===== config.mk =====
export PLATFORM = sky130hd
export DESIGN_NAME = conv_core
export DESIGN_NICKNAME = d
export VERILOG_FILES = /design/src/hdl/conv_shape_pkg.sv /design/src/hdl/conv_width_pkg.sv /design/src/hdl/tap_counter.sv /design/src/hdl/conv_ctrl_fsm.sv /design/src/hdl/channel_mac.sv /design/src/hdl/bias_relu_stage.sv /design/src/hdl/conv_core.sv
export SDC_FILE = /design/constraint.sdc
export NUM_CORES = 2
export LEC_CHECK = 0
export BUFFER_PORTS_ARGS = -buffer_cell sky130_fd_sc_hd__buf_2
export CORE_AREA = 2 2 407 409
export DETAILED_ROUTE_END_ITERATION = 12
export DIE_AREA = 0 0 409 411
export SYNTH_ARGS = -nofsm -noshare
export SYNTH_HDL_FRONTEND = slang
export SYNTH_SLANG_ARGS = --single-unit

===== constraint.sdc =====
create_clock -name clk -period 10.29 [get_ports clk]
set_clock_uncertainty 0.1 [all_clocks]
set_input_delay 1.5435 -clock clk [delete_from_list [all_inputs] [get_ports clk]]
set_output_delay 1.5435 -clock clk [all_outputs]
set_load 0.02 [all_outputs]

===== src/hdl/conv_shape_pkg.sv =====
package conv_shape_pkg;

    // ========================================
    // channel counts
    // ========================================

    // input channels carried by one tap
    parameter int CONV_CI = 3;

    // output channels, one mac each
    parameter int CONV_CO = 4;

    // ========================================
    // kernel window
    // ========================================

    // taps arrive row-major over the window
    parameter int CONV_KX = 3;
    parameter int CONV_KY = 3;

    // ========================================
    // frame size in output points
    // ========================================

    // points per output row
    parameter int CONV_COL = 4;

    // rows per frame
    parameter int CONV_ROW = 4;

endpackage


===== src/hdl/conv_width_pkg.sv =====
package conv_width_pkg;

    // ========================================
    // operand widths
    // ========================================

    // signed input sample
    parameter int IN_BW = 8;

    // signed kernel weight
    parameter int W_BW = 8;

    // signed per-channel bias
    parameter int B_BW = 16;

    // ========================================
    // derived widths
    // ========================================

    // one signed product
    parameter int PROD_BW = IN_BW + W_BW;

    // headroom for ci * kx * ky = 27 terms, ceil(log2(27))
    parameter int GROWTH_BW = 5;

    // signed accumulator of a whole window
    parameter int ACC_BW = PROD_BW + GROWTH_BW;

    // accumulator plus bias, one extra bit
    parameter int AB_BW = ACC_BW + 1;

    // relu output, sign bit dropped
    parameter int OUT_BW = AB_BW - 1;

endpackage


===== src/hdl/tap_counter.sv =====
`timescale 1ns/100ps

module tap_counter #(
    parameter int N_TAPS   = conv_shape_pkg::CONV_KX * conv_shape_pkg::CONV_KY,
    parameter int N_POINTS = conv_shape_pkg::CONV_COL * conv_shape_pkg::CONV_ROW
) (
    input  logic                      clk,
    input  logic                      reset_n,
    // restart of a frame
    input  logic                      i_clear,
    // one accepted tap
    input  logic                      i_step,
    output logic [$clog2(N_TAPS)-1:0] o_tap_index,
    output logic                      o_last_tap,
    output logic                      o_last_point
);

    localparam int TAP_W   = $clog2(N_TAPS);
    localparam int POINT_W = $clog2(N_POINTS);

    // position inside the kernel window
    logic [TAP_W-1:0]   r_tap_index;
    // output point inside the frame
    logic [POINT_W-1:0] r_point_index;

    // ========================================
    // tap and point counters
    // ========================================

    always_ff @(posedge clk or negedge reset_n) begin
        if (!reset_n) begin
            r_tap_index   <= '0;
            r_point_index <= '0;
        end else if (i_clear) begin
            // clear wins over a step in the same cycle
            r_tap_index   <= '0;
            r_point_index <= '0;
        end else if (i_step) begin
            if (o_last_tap) begin
                // window done, move to next point
                r_tap_index <= '0;
                if (o_last_point) begin
                    r_point_index <= '0;
                end else begin
                    r_point_index <= r_point_index + 1'b1;
                end
            end else begin
                r_tap_index <= r_tap_index + 1'b1;
            end
        end
    end

    // flags straight from the count registers
    assign o_tap_index  = r_tap_index;
    assign o_last_tap   = (r_tap_index == TAP_W'(N_TAPS - 1));
    assign o_last_point = (r_point_index == POINT_W'(N_POINTS - 1));

endmodule


===== src/hdl/conv_ctrl_fsm.sv =====
`timescale 1ns/100ps

module conv_ctrl_fsm (
    input  logic clk,
    input  logic reset_n,
    // frame start pulse
    input  logic i_start,
    // tap strobe from upstream
    input  logic i_in_valid,
    // count flags from tap_counter
    input  logic i_last_tap,
    input  logic i_last_point,
    // result strobe out of the relu pipe
    input  logic i_ot_valid,
    output logic o_tap_accept,
    output logic o_busy,
    output logic o_done
);

    // ========================================
    // state encoding
    // ========================================

    typedef enum logic [1:0] {
        IDLE  = 2'd0,
        RUN   = 2'd1,
        DRAIN = 2'd2
    } state_t;

    state_t r_state;
    state_t w_next_state;
    logic   r_done;

    // ========================================
    // next state
    // ========================================

    always_comb begin
        w_next_state = r_state;
        case (r_state)
            IDLE: begin
                // start while busy never reaches here
                if (i_start) begin
                    w_next_state = RUN;
                end
            end
            RUN: begin
                // final tap of the final point taken
                if (o_tap_accept && i_last_tap && i_last_point) begin
                    w_next_state = DRAIN;
                end
            end
            DRAIN: begin
                // wait for the last result to leave the pipe
                if (i_ot_valid) begin
                    w_next_state = IDLE;
                end
            end
            default: begin
                w_next_state = IDLE;
            end
        endcase
    end

    always_ff @(posedge clk or negedge reset_n) begin
        if (!reset_n) begin
            r_state <= IDLE;
            r_done  <= 1'b0;
        end else begin
            r_state <= w_next_state;
            // one cycle after the last result
            r_done  <= (r_state == DRAIN) && i_ot_valid;
        end
    end

    // taps count only while running
    assign o_tap_accept = i_in_valid && (r_state == RUN);
    assign o_busy       = (r_state != IDLE);
    assign o_done       = r_done;

endmodule


===== src/hdl/channel_mac.sv =====
`timescale 1ns/100ps

module channel_mac #(
    parameter int CI     = conv_shape_pkg::CONV_CI,
    parameter int N_TAPS = conv_shape_pkg::CONV_KX * conv_shape_pkg::CONV_KY
) (
    input  logic                                            clk,
    input  logic                                            reset_n,
    // accepted tap
    input  logic                                            i_tap_valid,
    input  logic [$clog2(N_TAPS)-1:0]                       i_tap_index,
    input  logic                                            i_last_tap,
    // ci samples of the current tap
    input  logic signed [CI*conv_width_pkg::IN_BW-1:0]      i_in_fmap,
    // ci major, then tap
    input  logic signed [CI*N_TAPS*conv_width_pkg::W_BW-1:0] i_weight,
    output logic                                            o_acc_valid,
    output logic signed [conv_width_pkg::ACC_BW-1:0]        o_acc
);

    localparam int IN_BW   = conv_width_pkg::IN_BW;
    localparam int W_BW    = conv_width_pkg::W_BW;
    localparam int PROD_BW = conv_width_pkg::PROD_BW;
    localparam int ACC_BW  = conv_width_pkg::ACC_BW;

    // one product per input channel
    logic signed [PROD_BW-1:0] w_prod [CI];
    // sum over input channels for this tap
    logic signed [ACC_BW-1:0]  w_tap_sum;

    logic signed [ACC_BW-1:0]  r_acc;
    logic                      r_acc_valid;

    // ========================================
    // products of the current tap
    // ========================================

    always_comb begin
        for (int c = 0; c < CI; c++) begin
            // weight of channel c at this tap
            w_prod[c] = $signed(i_in_fmap[c*IN_BW +: IN_BW])
                      * $signed(i_weight[(c*N_TAPS + i_tap_index)*W_BW +: W_BW]);
        end
    end

    // sign extended into accumulator width
    always_comb begin
        w_tap_sum = '0;
        for (int c = 0; c < CI; c++) begin
            w_tap_sum = w_tap_sum + w_prod[c];
        end
    end

    // ========================================
    // accumulator
    // ========================================

    always_ff @(posedge clk or negedge reset_n) begin
        if (!reset_n) begin
            r_acc       <= '0;
            r_acc_valid <= 1'b0;
        end else begin
            // pulse for one cycle after the last tap
            r_acc_valid <= i_tap_valid && i_last_tap;
            if (i_tap_valid) begin
                if (i_tap_index == '0) begin
                    // first tap of a new point, drop the old sum
                    r_acc <= w_tap_sum;
                end else begin
                    r_acc <= r_acc + w_tap_sum;
                end
            end
        end
    end

    // finished sum holds until the next first tap
    assign o_acc_valid = r_acc_valid;
    assign o_acc       = r_acc;

endmodule


===== src/hdl/bias_relu_stage.sv =====
`timescale 1ns/100ps

module bias_relu_stage #(
    parameter int CO = conv_shape_pkg::CONV_CO
) (
    input  logic                                      clk,
    input  logic                                      reset_n,
    // all channel sums finished
    input  logic                                      i_acc_valid,
    input  logic signed [CO*conv_width_pkg::ACC_BW-1:0] i_acc,
    input  logic signed [CO*conv_width_pkg::B_BW-1:0]   i_bias,
    output logic                                      o_ot_valid,
    output logic [CO*conv_width_pkg::OUT_BW-1:0]      o_ot_fmap
);

    localparam int ACC_BW = conv_width_pkg::ACC_BW;
    localparam int B_BW   = conv_width_pkg::B_BW;
    localparam int AB_BW  = conv_width_pkg::AB_BW;
    localparam int OUT_BW = conv_width_pkg::OUT_BW;

    // bit 0 marks bias stage, bit 1 marks relu stage
    logic [1:0] r_valid;

    // ========================================
    // valid shift register
    // ========================================

    always_ff @(posedge clk or negedge reset_n) begin
        if (!reset_n) begin
            r_valid <= '0;
        end else begin
            r_valid[0] <= i_acc_valid;
            r_valid[1] <= r_valid[0];
        end
    end

    // ========================================
    // per channel bias add and relu
    // ========================================

    for (genvar c = 0; c < CO; c++) begin : gen_ch
        logic signed [ACC_BW-1:0] w_acc;
        logic signed [B_BW-1:0]   w_bias;
        logic signed [AB_BW-1:0]  r_add_bias;
        logic [OUT_BW-1:0]        w_relu;
        logic [OUT_BW-1:0]        r_relu;

        assign w_acc  = i_acc[c*ACC_BW +: ACC_BW];
        assign w_bias = i_bias[c*B_BW +: B_BW];

        // stage one, both operands sign extended to ab width
        always_ff @(posedge clk or negedge reset_n) begin
            if (!reset_n) begin
                r_add_bias <= '0;
            end else if (i_acc_valid) begin
                r_add_bias <= w_acc + w_bias;
            end
        end

        // negative clamps to zero, sign bit dropped
        assign w_relu = r_add_bias[AB_BW-1] ? '0 : r_add_bias[OUT_BW-1:0];

        // stage two
        always_ff @(posedge clk or negedge reset_n) begin
            if (!reset_n) begin
                r_relu <= '0;
            end else if (r_valid[0]) begin
                r_relu <= w_relu;
            end
        end

        assign o_ot_fmap[c*OUT_BW +: OUT_BW] = r_relu;
    end

    assign o_ot_valid = r_valid[1];

endmodule


===== src/hdl/conv_core.sv =====
`timescale 1ns/100ps

module conv_core #(
    parameter int CI  = conv_shape_pkg::CONV_CI,
    parameter int CO  = conv_shape_pkg::CONV_CO,
    parameter int KX  = conv_shape_pkg::CONV_KX,
    parameter int KY  = conv_shape_pkg::CONV_KY,
    parameter int COL = conv_shape_pkg::CONV_COL,
    parameter int ROW = conv_shape_pkg::CONV_ROW
) (
    input  logic                                             clk,
    input  logic                                             reset_n,
    input  logic                                             i_start,
    input  logic                                             i_in_valid,
    input  logic signed [CI*conv_width_pkg::IN_BW-1:0]       i_in_fmap,
    // co major, then ci, then tap
    input  logic signed [CO*CI*KX*KY*conv_width_pkg::W_BW-1:0] i_cnn_weight,
    input  logic signed [CO*conv_width_pkg::B_BW-1:0]        i_cnn_bias,
    output logic                                             o_ot_valid,
    output logic [CO*conv_width_pkg::OUT_BW-1:0]             o_ot_fmap,
    output logic                                             o_busy,
    output logic                                             o_done
);

    localparam int N_TAPS   = KX * KY;
    localparam int N_POINTS = COL * ROW;
    localparam int TAP_W    = $clog2(N_TAPS);
    // weights owned by one output channel
    localparam int CH_W_BW  = CI * N_TAPS * conv_width_pkg::W_BW;
    localparam int ACC_BW   = conv_width_pkg::ACC_BW;

    logic                    w_tap_accept;
    logic                    w_frame_clear;
    logic [TAP_W-1:0]        w_tap_index;
    logic                    w_last_tap;
    logic                    w_last_point;
    logic [CO-1:0]           w_acc_valid;
    logic                    w_acc_all_valid;
    logic signed [CO*ACC_BW-1:0] w_acc;

    // ========================================
    // control
    // ========================================

    // a start during a frame must not reset the count
    assign w_frame_clear = i_start && !o_busy;

    tap_counter #(
        .N_TAPS   (N_TAPS),
        .N_POINTS (N_POINTS)
    ) u_tap_counter (
        .clk          (clk),
        .reset_n      (reset_n),
        .i_clear      (w_frame_clear),
        .i_step       (w_tap_accept),
        .o_tap_index  (w_tap_index),
        .o_last_tap   (w_last_tap),
        .o_last_point (w_last_point)
    );

    conv_ctrl_fsm u_conv_ctrl_fsm (
        .clk          (clk),
        .reset_n      (reset_n),
        .i_start      (i_start),
        .i_in_valid   (i_in_valid),
        .i_last_tap   (w_last_tap),
        .i_last_point (w_last_point),
        .i_ot_valid   (o_ot_valid),
        .o_tap_accept (w_tap_accept),
        .o_busy       (o_busy),
        .o_done       (o_done)
    );

    // ========================================
    // one mac per output channel
    // ========================================

    for (genvar co = 0; co < CO; co++) begin : gen_mac
        channel_mac #(
            .CI     (CI),
            .N_TAPS (N_TAPS)
        ) u_channel_mac (
            .clk         (clk),
            .reset_n     (reset_n),
            .i_tap_valid (w_tap_accept),
            .i_tap_index (w_tap_index),
            .i_last_tap  (w_last_tap),
            .i_in_fmap   (i_in_fmap),
            .i_weight    (i_cnn_weight[co*CH_W_BW +: CH_W_BW]),
            .o_acc_valid (w_acc_valid[co]),
            .o_acc       (w_acc[co*ACC_BW +: ACC_BW])
        );
    end

    // every mac raises its valid on the same edge
    assign w_acc_all_valid = &w_acc_valid;

    // ========================================
    // bias and activation
    // ========================================

    bias_relu_stage #(
        .CO (CO)
    ) u_bias_relu_stage (
        .clk         (clk),
        .reset_n     (reset_n),
        .i_acc_valid (w_acc_all_valid),
        .i_acc       (w_acc),
        .i_bias      (i_cnn_bias),
        .o_ot_valid  (o_ot_valid),
        .o_ot_fmap   (o_ot_fmap)
    );

endmodule


[Yosys cells after proc, flatten, opt, wreduce, memory -nomap -nowiden]
Index checks and enable logic that the tools add are counted.
Operators by class
  add/sub/neg operators: 20
  multipliers: 12
  div/mod/pow operators: 0
  magnitude comparators: 0
  eq/ne operators: 7
  shifts and indexed selects: 12
  multiplexer cells: 19
  bitwise logic cells: 0
  reduce and logical (&&, ||, !) cells: 13
Operators by type and width (number)
  $shiftx 216x10->8: 4
  $shiftx 216x8->8: 4
  $shiftx 216x9->8: 4
  $mul 8x8->16: 12
  $mux 21: 8
  $add 21x16->22: 4
  $add 21x21->21: 4
  $add 17x16->18: 4
  $add 16x16->17: 4
  $mux 4: 7
  $add 4x1->4 const B: 2
  $eq 4x4->1 const B: 2
  $add 5x4->6 const A: 1
  $mux 2: 3
  $pmux 2 s3: 1
  $reduce_bool 2->1: 3
  $add 4x4->5 const A: 1
  $logic_and 1x1->1: 5
  $logic_not 4->1: 1
  $ne 2x1->1 const B: 2
  $reduce_and 3->1: 1
  $eq 2x1->1 const B: 1
  $eq 2x2->1 const B: 1
  $logic_not 2->1: 1
  3 further kinds: 3
Storage, ports and cells
  bits in registers: 270
  bits in latches: 0
  RAM bits: 0
  bits in read-only memories: 0
  bits of input ports: 956
  output and inout port bits: 87
  word-level logic and storage cells: 101
  memories: 0

[Longest topological paths before layout]
  depth in word-level cells: 7
  depth in mapped cells: 40
  gate-level depth less buffers: 36

[Hierarchy]
Synthesis repeated with hierarchy kept, for this count alone.
Second synthesis, totals
  cell total of the unflattened synthesis: 6347
  area total of the unflattened synthesis: 62479.9 µm²
By module, submodules not included
  channel_mac (gen_mac[0].u_channel_mac): instances 1, cells an instance 1259, area each 12698.4 µm², seq. area each 550.5 µm²
  channel_mac (gen_mac[2].u_channel_mac): instances 1, cells an instance 1251, area each 12607.1 µm², seq. area each 550.5 µm²
  channel_mac (gen_mac[3].u_channel_mac): instances 1, cells an instance 1255, area each 12532.0 µm², seq. area each 550.5 µm²
  channel_mac (gen_mac[1].u_channel_mac): instances 1, cells an instance 1232, area each 12493.2 µm², seq. area each 550.5 µm²
  bias_relu_stage: instances 1, cells an instance 1286, area each 11539.8 µm², seq. area each 4354.2 µm²
  tap_counter: instances 1, cells an instance 48, area each 457.9 µm², seq. area each 200.2 µm²
  conv_ctrl_fsm: instances 1, cells an instance 14, area each 136.4 µm², seq. area each 75.1 µm²
  conv_core: instances 1, cells an instance 2, area each 15.0 µm², seq. area each 0.0 µm²

[Least setup slack after synthesis]
OpenSTA, ideal clock, no wires.
  path type: in2reg
  start: input port i_cnn_weight[840] (netlist name)
  end: register gen_mac[3].u_channel_mac.r_acc[20]
  library setup time: 70 ps
  arrival time: 9574 ps
  required time: 10120 ps
  setup slack: 546 ps
  stages on the path: 29
  path buffers: 0
  cell sequence: mux4_2 -> mux4_2 -> and2_1 -> inv_1 -> fa_1 -> fa_1 -> inv_1 -> fa_1 -> fa_1 -> fa_1 -> fa_1 -> inv_1 -> fa_1 -> inv_1 -> ha_1 -> or3_1 -> or2_2 -> a31oi_1 -> xnor2_1 -> ha_1 -> and4_1 -> nor3b_1 -> and3_1 -> nor3b_1 -> nor2_1 -> a211o_1 -> or3b_2 -> mux2_2 -> nand3_1
Between the ends
  cells in the longest elaborated chain, start to end: 6
  elaborated cells on any way between the ends: 10
  those cells by class: 3 x add/sub; 3 x mul; 3 x shift; 1 x mux
RTL lines
  from (decl): RTL line conv_core.sv:17  | input logic signed [CO*CI*KX*KY*conv_width_pkg::W_BW-1:0] i_cnn_weight,
  $shiftx 216x9->8 or $shiftx 216x8->8 (tied branches): RTL line channel_mac.sv:42  | * $signed(i_weight[(c*N_TAPS + i_tap_index)*W_BW +: W_BW]);
  $mul 8x8->16: RTL line channel_mac.sv:42
  $add 16x16->17: RTL line channel_mac.sv:50  | w_tap_sum = w_tap_sum + w_prod[c];
  $add 17x16->18 (*): RTL line channel_mac.sv:50
  $add 21x21->21: RTL line channel_mac.sv:70  | r_acc <= r_acc + w_tap_sum;
  $mux 21 (*): RTL line channel_mac.sv:66  | if (i_tap_index == '0) begin
  to (signal assigned): RTL line channel_mac.sv:68  | r_acc <= w_tap_sum;
  to (signal assigned): RTL line channel_mac.sv:70
  to (decl): RTL line channel_mac.sv:31  | logic signed [ACC_BW-1:0] r_acc;
Mark *: on every way between the ends. The rest lies on a longest branch, timed or not.
A chain may end at the register's enable or synchronous reset.

[Worst setup path in the final report]
  start: register u_tap_counter.r_tap_index[0] (netlist: u_tap_counter.o_tap_index[0])
  end: register gen_mac[3].u_channel_mac.r_acc[20]
Between the ends
  cells in the longest elaborated chain, start to end: 7
  elaborated cells on any way between the ends: 13
  those cells by class: 5 x add/sub; 3 x mul; 3 x shift; 1 x mux; 1 x reduce/logical
RTL lines
  from (decl): RTL line tap_counter.sv:22  | logic [TAP_W-1:0] r_tap_index;
  from (signal assigned): RTL line tap_counter.sv:48  | r_tap_index <= r_tap_index + 1'b1;
  $add 4x4->5: RTL line channel_mac.sv:42
  $shiftx 216x9->8: RTL line channel_mac.sv:42
  $mul 8x8->16: RTL line channel_mac.sv:42
  $add 16x16->17: RTL line channel_mac.sv:50
  $add 17x16->18: RTL line channel_mac.sv:50
  $add 21x21->21: RTL line channel_mac.sv:70
  $mux 21 (*): RTL line channel_mac.sv:66
Marked as above.

==> implementation parameters <==
Parameter                              Value

Timing
  Final total negative setup slack    0 ns
  Relative slew slack    0.365
  Period utilization    0.964
  Smallest hold slack    0.379 ns
  Slew @ Worst Pin    0.952 ns
  Count of final max-slew check failures    0
  Hold violation total from the final report    0
  Highest achievable clock rate    101 MHz
  Final setup fails    0
  Minimum clock period    9.92 ns

Setup path
  Crit-path max FO    14
  Slack of the worst reg-to-reg path    0.37 ns
  Crit Reg-Reg Startpoint    u_tap_counter.o_tap_index[0]
  Stage delay of the slowest cell on the critical path    0.57 ns
  Endpoint class of the critical path    register
  Worst-case reg-to-reg path depth    36
  Slowest stage cell on the critical path    sky130_fd_sc_hd__dfrtp_4
  Data arrival time of the critical path    10.32 ns
  CP dominant cell by count    sky130_fd_sc_hd__fa_1
  Category of the worst setup path launch point    register
  Worst path required time    10.69 ns
  Critical path launch point    u_tap_counter.o_tap_index[0]
  Worst r2r dst    gen_mac[3].u_channel_mac.o_acc[20]
  CP Class    reg2reg

Yosys
  Sequential fraction of the synthesis area    0.111
  Main flop type after synthesis    sky130_fd_sc_hd__dfrtp_1
  Net count after synthesis    8535
  Mapped cell area    61000 um2
  Total of warnings raised by yosys    0
  Avg Inst Size Synth    9.88 um2
  Number of distinct library cell variants in the gate-level netlist after synthesis    78
  Number of instances in the synthesized netlist    6172
  Number of enable-type register cells in the synthesized netlist    0
  Synthesis-stage register bit count    270
  Ys async rst share    1.00

Routing
  Detailed-route via count    51400
  Antenna Violating Nets Remaining    0
  Average detailed-routed wire length per instance    25.3 um
  Via count normalized by instance count    5.29
  Total length of routed wires    245000 um
  Drt initial violations    3793
  Post-route DRC    0
  Length of the first detailed-routing pass in iterations    6

Worst hold path
  Worst Min Path Start    u_bias_relu_stage.gen_ch[2].r_add_bias[6]
  Worst min-delay path category    reg2reg
  Hold-critical path depth    2
  Hold worst-path end    u_bias_relu_stage.gen_ch[2].r_add_bias[6]

Die
  Height of the chip    411 um
  Initial standard-cell utilization of the core    0.372
  Full die area    168000 um2
  Site row count    149
  Die X-Extent    409 um
  Io pins    1043
  Floorplan Core Area    164000 um2

CTS
  H-Tree Level Count    1
  Clk pin slew, worst setup/hold paths    0.08 ns
  Cell at the root of the clock tree    sky130_fd_sc_hd__clkbuf_16
  Maximum clock path buffer count    3
  Clock network latency to the later pin of the worst-skew pair    0.57 ns
  TritonCTS clock tree    built
  Number of buffers created by CTS    28
  Sinks on the clock net    270

Job
  Max capacitance violation total    0

Placement
  Cell area after placement    71500 um2
  Final estimated routing congestion in global placement    0.976
  Detailed-placement wirelength estimate    214000 um
  PortBufs    1042

Run status
  Status    finished clean

Global routing
  First-pass GRT wire length    357000 um
  Number of antenna violations at the first check in global routing    102
  Global route overflow    0
  Global Route Usage Sum    0.289
  Maximum number of pins on one net before global-route repair    102
  Via count of the first global-routing pass    52800

Layout
  Number of nets in the final layout    9774
  Multi-input logic area    48700 um2
  Layout overhead on the synthesized area    19.6%
  Post-route standard cell area excluding fillers    72900 um2
  Combined flip-flop and latch cell area    6780 um2
  Count of filler cells inserted in the layout    16000
  Share of layout cells above drive strength 1    0.272
## area by class of cell
class / instances / share of cell area
Clock buffer: 33 / 0.0104
Antenna cell: 86 / 0.00295
Inverter: 1208 / 0.0622
Multi-Input combinational cell: 4427 / 0.667
Timing Repair Buffer: 1476 / 0.123
Clock inverter: 19 / 0.00355
Sequential cell: 270 / 0.0930
Tap cell: 2189 / 0.0376
## stage by stage
stage	utilization	worst slack, ns	std cells
2_1_floorplan	-	0.546	6172
3_3_place_gp	0.436	-0.106	9558
3_5_place_dp	0.436	-0.197	9558
4_1_cts	0.442	0.291	9610
5_1_grt	0.445	-0.0114	9687
6_report	0.445	0.372	9708
## cell families (layout without fill, tap and decap cells)
kind of cell / after synthesis / in the layout / synth area share
and+or+nand+nor: 1497 / 1497 / 0.125
adders and majority gates: 1407 / 1407 / 0.405
muxes: 484 / 484 / 0.152
AOI/OAI and AO/OA: 822 / 822 / 0.0840
buffers and inverters: 1475 / 2736 / 0.0916
xor gates and xnor gates: 217 / 217 / 0.0317
DFF: 270 / 270 / 0.111
other: 0 / 86 / 0
## placed cells by master (no fill, tap or decap), types with 10 or more instances in the layout
cell,Yosys,routed
sky130_fd_sc_hd__a211oi_1,28,26
sky130_fd_sc_hd__a21o_1,65,65
sky130_fd_sc_hd__a21oi_1,220,220
sky130_fd_sc_hd__a31o_2,31,31
sky130_fd_sc_hd__a31oi_1,38,38
sky130_fd_sc_hd__and2_1,409,407
sky130_fd_sc_hd__and3_1,34,33
sky130_fd_sc_hd__buf_12,0,32
sky130_fd_sc_hd__buf_2,35,1041
sky130_fd_sc_hd__buf_4,1,396
sky130_fd_sc_hd__clkbuf_16,0,31
sky130_fd_sc_hd__dfrtp_1,270,264
sky130_fd_sc_hd__diode_2,0,86
sky130_fd_sc_hd__fa_1,944,944
sky130_fd_sc_hd__ha_1,463,463
sky130_fd_sc_hd__inv_1,1208,1207
sky130_fd_sc_hd__mux2_2,65,65
sky130_fd_sc_hd__mux2i_1,74,74
sky130_fd_sc_hd__mux4_2,345,345
sky130_fd_sc_hd__nand2_1,467,467
sky130_fd_sc_hd__nand2b_1,13,12
sky130_fd_sc_hd__nand3_1,32,31
sky130_fd_sc_hd__nand3b_1,96,96
sky130_fd_sc_hd__nand4_1,12,12
sky130_fd_sc_hd__nor2_1,260,259
sky130_fd_sc_hd__nor2b_1,41,41
sky130_fd_sc_hd__nor3_1,51,51
sky130_fd_sc_hd__nor3b_1,10,10
sky130_fd_sc_hd__o211ai_1,11,11
sky130_fd_sc_hd__o21a_1,24,24
sky130_fd_sc_hd__o21ai_0,232,225
sky130_fd_sc_hd__o21ai_1,15,22
sky130_fd_sc_hd__o21bai_1,26,26
sky130_fd_sc_hd__o22a_1,27,27
sky130_fd_sc_hd__o31ai_1,20,20
sky130_fd_sc_hd__or2_2,29,29
sky130_fd_sc_hd__or3_1,16,16
sky130_fd_sc_hd__xnor2_1,147,146
sky130_fd_sc_hd__xor2_1,68,68
## cell usage after synthesis (all sizes together), types with 36 or more instances
| cell type | count | area, um2 |
|---|---|---|
| buf | 79 | 344 |
| xor2 | 68 | 596 |
| mux2i | 74 | 741 |
| mux4 | 345 | 7770 |
| clkbuf | 188 | 706 |
| a21oi | 220 | 1100 |
| xnor2 | 147 | 1290 |
| nand3b | 96 | 721 |
| nor3 | 51 | 255 |
| a31oi | 38 | 238 |
| a21o | 65 | 488 |
| nor2b | 41 | 257 |
| dfrtp | 270 | 6760 |
| nor2 | 260 | 976 |
| ha | 463 | 5790 |
| nand2 | 467 | 1750 |
| inv | 1208 | 4530 |
| fa | 944 | 18900 |
| and2 | 409 | 2560 |
| mux2 | 65 | 732 |
| o21ai | 247 | 1240 |
| and3 | 36 | 231 |
## routing by layer
layer	GRT usage	vias to the layer above	routed length, um
met2	0.450	2031	111000
met1	0.397	26200	103000
li1	-	22800	-
met5	0	-	212
met3	0.0489	308	19000
met4	0.127	36	12200
## critical path: cells and delay by family, from the launching register on
| kind | cells | cell delay [ns] |
|---|---|---|
| fa+ha+maj | 9 | 4.08 |
| mux | 1 | 0.27 |
| buf+inv | 8 | 1.46 |
| compound gates | 8 | 1.44 |
| simple gates | 9 | 1.70 |
| xor+xnor | 1 | 0.20 |
| flops | 1 | 0.57 |
## sequential cells by signal, indices dropped and copies added (netlist names)
register                             flops
gen_mac.u_channel_mac.o_acc_valid        1
u_conv_ctrl_fsm.r_state                  2
u_tap_counter.r_point_index              4
u_bias_relu_stage.gen_ch.r_add_bias     88
u_conv_ctrl_fsm.o_done                   1
u_bias_relu_stage.r_valid                2
u_bias_relu_stage.gen_ch.r_relu         84
gen_mac.u_channel_mac.o_acc             84
u_tap_counter.o_tap_index                4
## repair_timing
action | in CTS | in global routing
endpoints found under the hold margin | 0 | 0
setup buffers | 0 | 10
setup endpoints to repair | 0 | 7
resized for setup | 0 | 9
hold buffers | 0 | 0
## worst max path at each step
stage	endpoint	slack, ns	cells past startpoint
after CTS	gen_mac[3].u_channel_mac.o_acc[20]	0.29	33
after global placement	gen_mac[0].u_channel_mac.o_acc[20]	-0.11	30
after floorplan	gen_mac[3].u_channel_mac.o_acc[20]	0.55	29
after detailed placement	gen_mac[0].u_channel_mac.o_acc[20]	-0.20	29
after global routing	gen_mac[1].u_channel_mac.o_acc[20]	-0.01	33
final	gen_mac[3].u_channel_mac.o_acc[20]	0.37	36
Power is left out: the tool's default activity adds up to more than one toggle a clock period on the data nets, which glitch-free logic cannot reach.
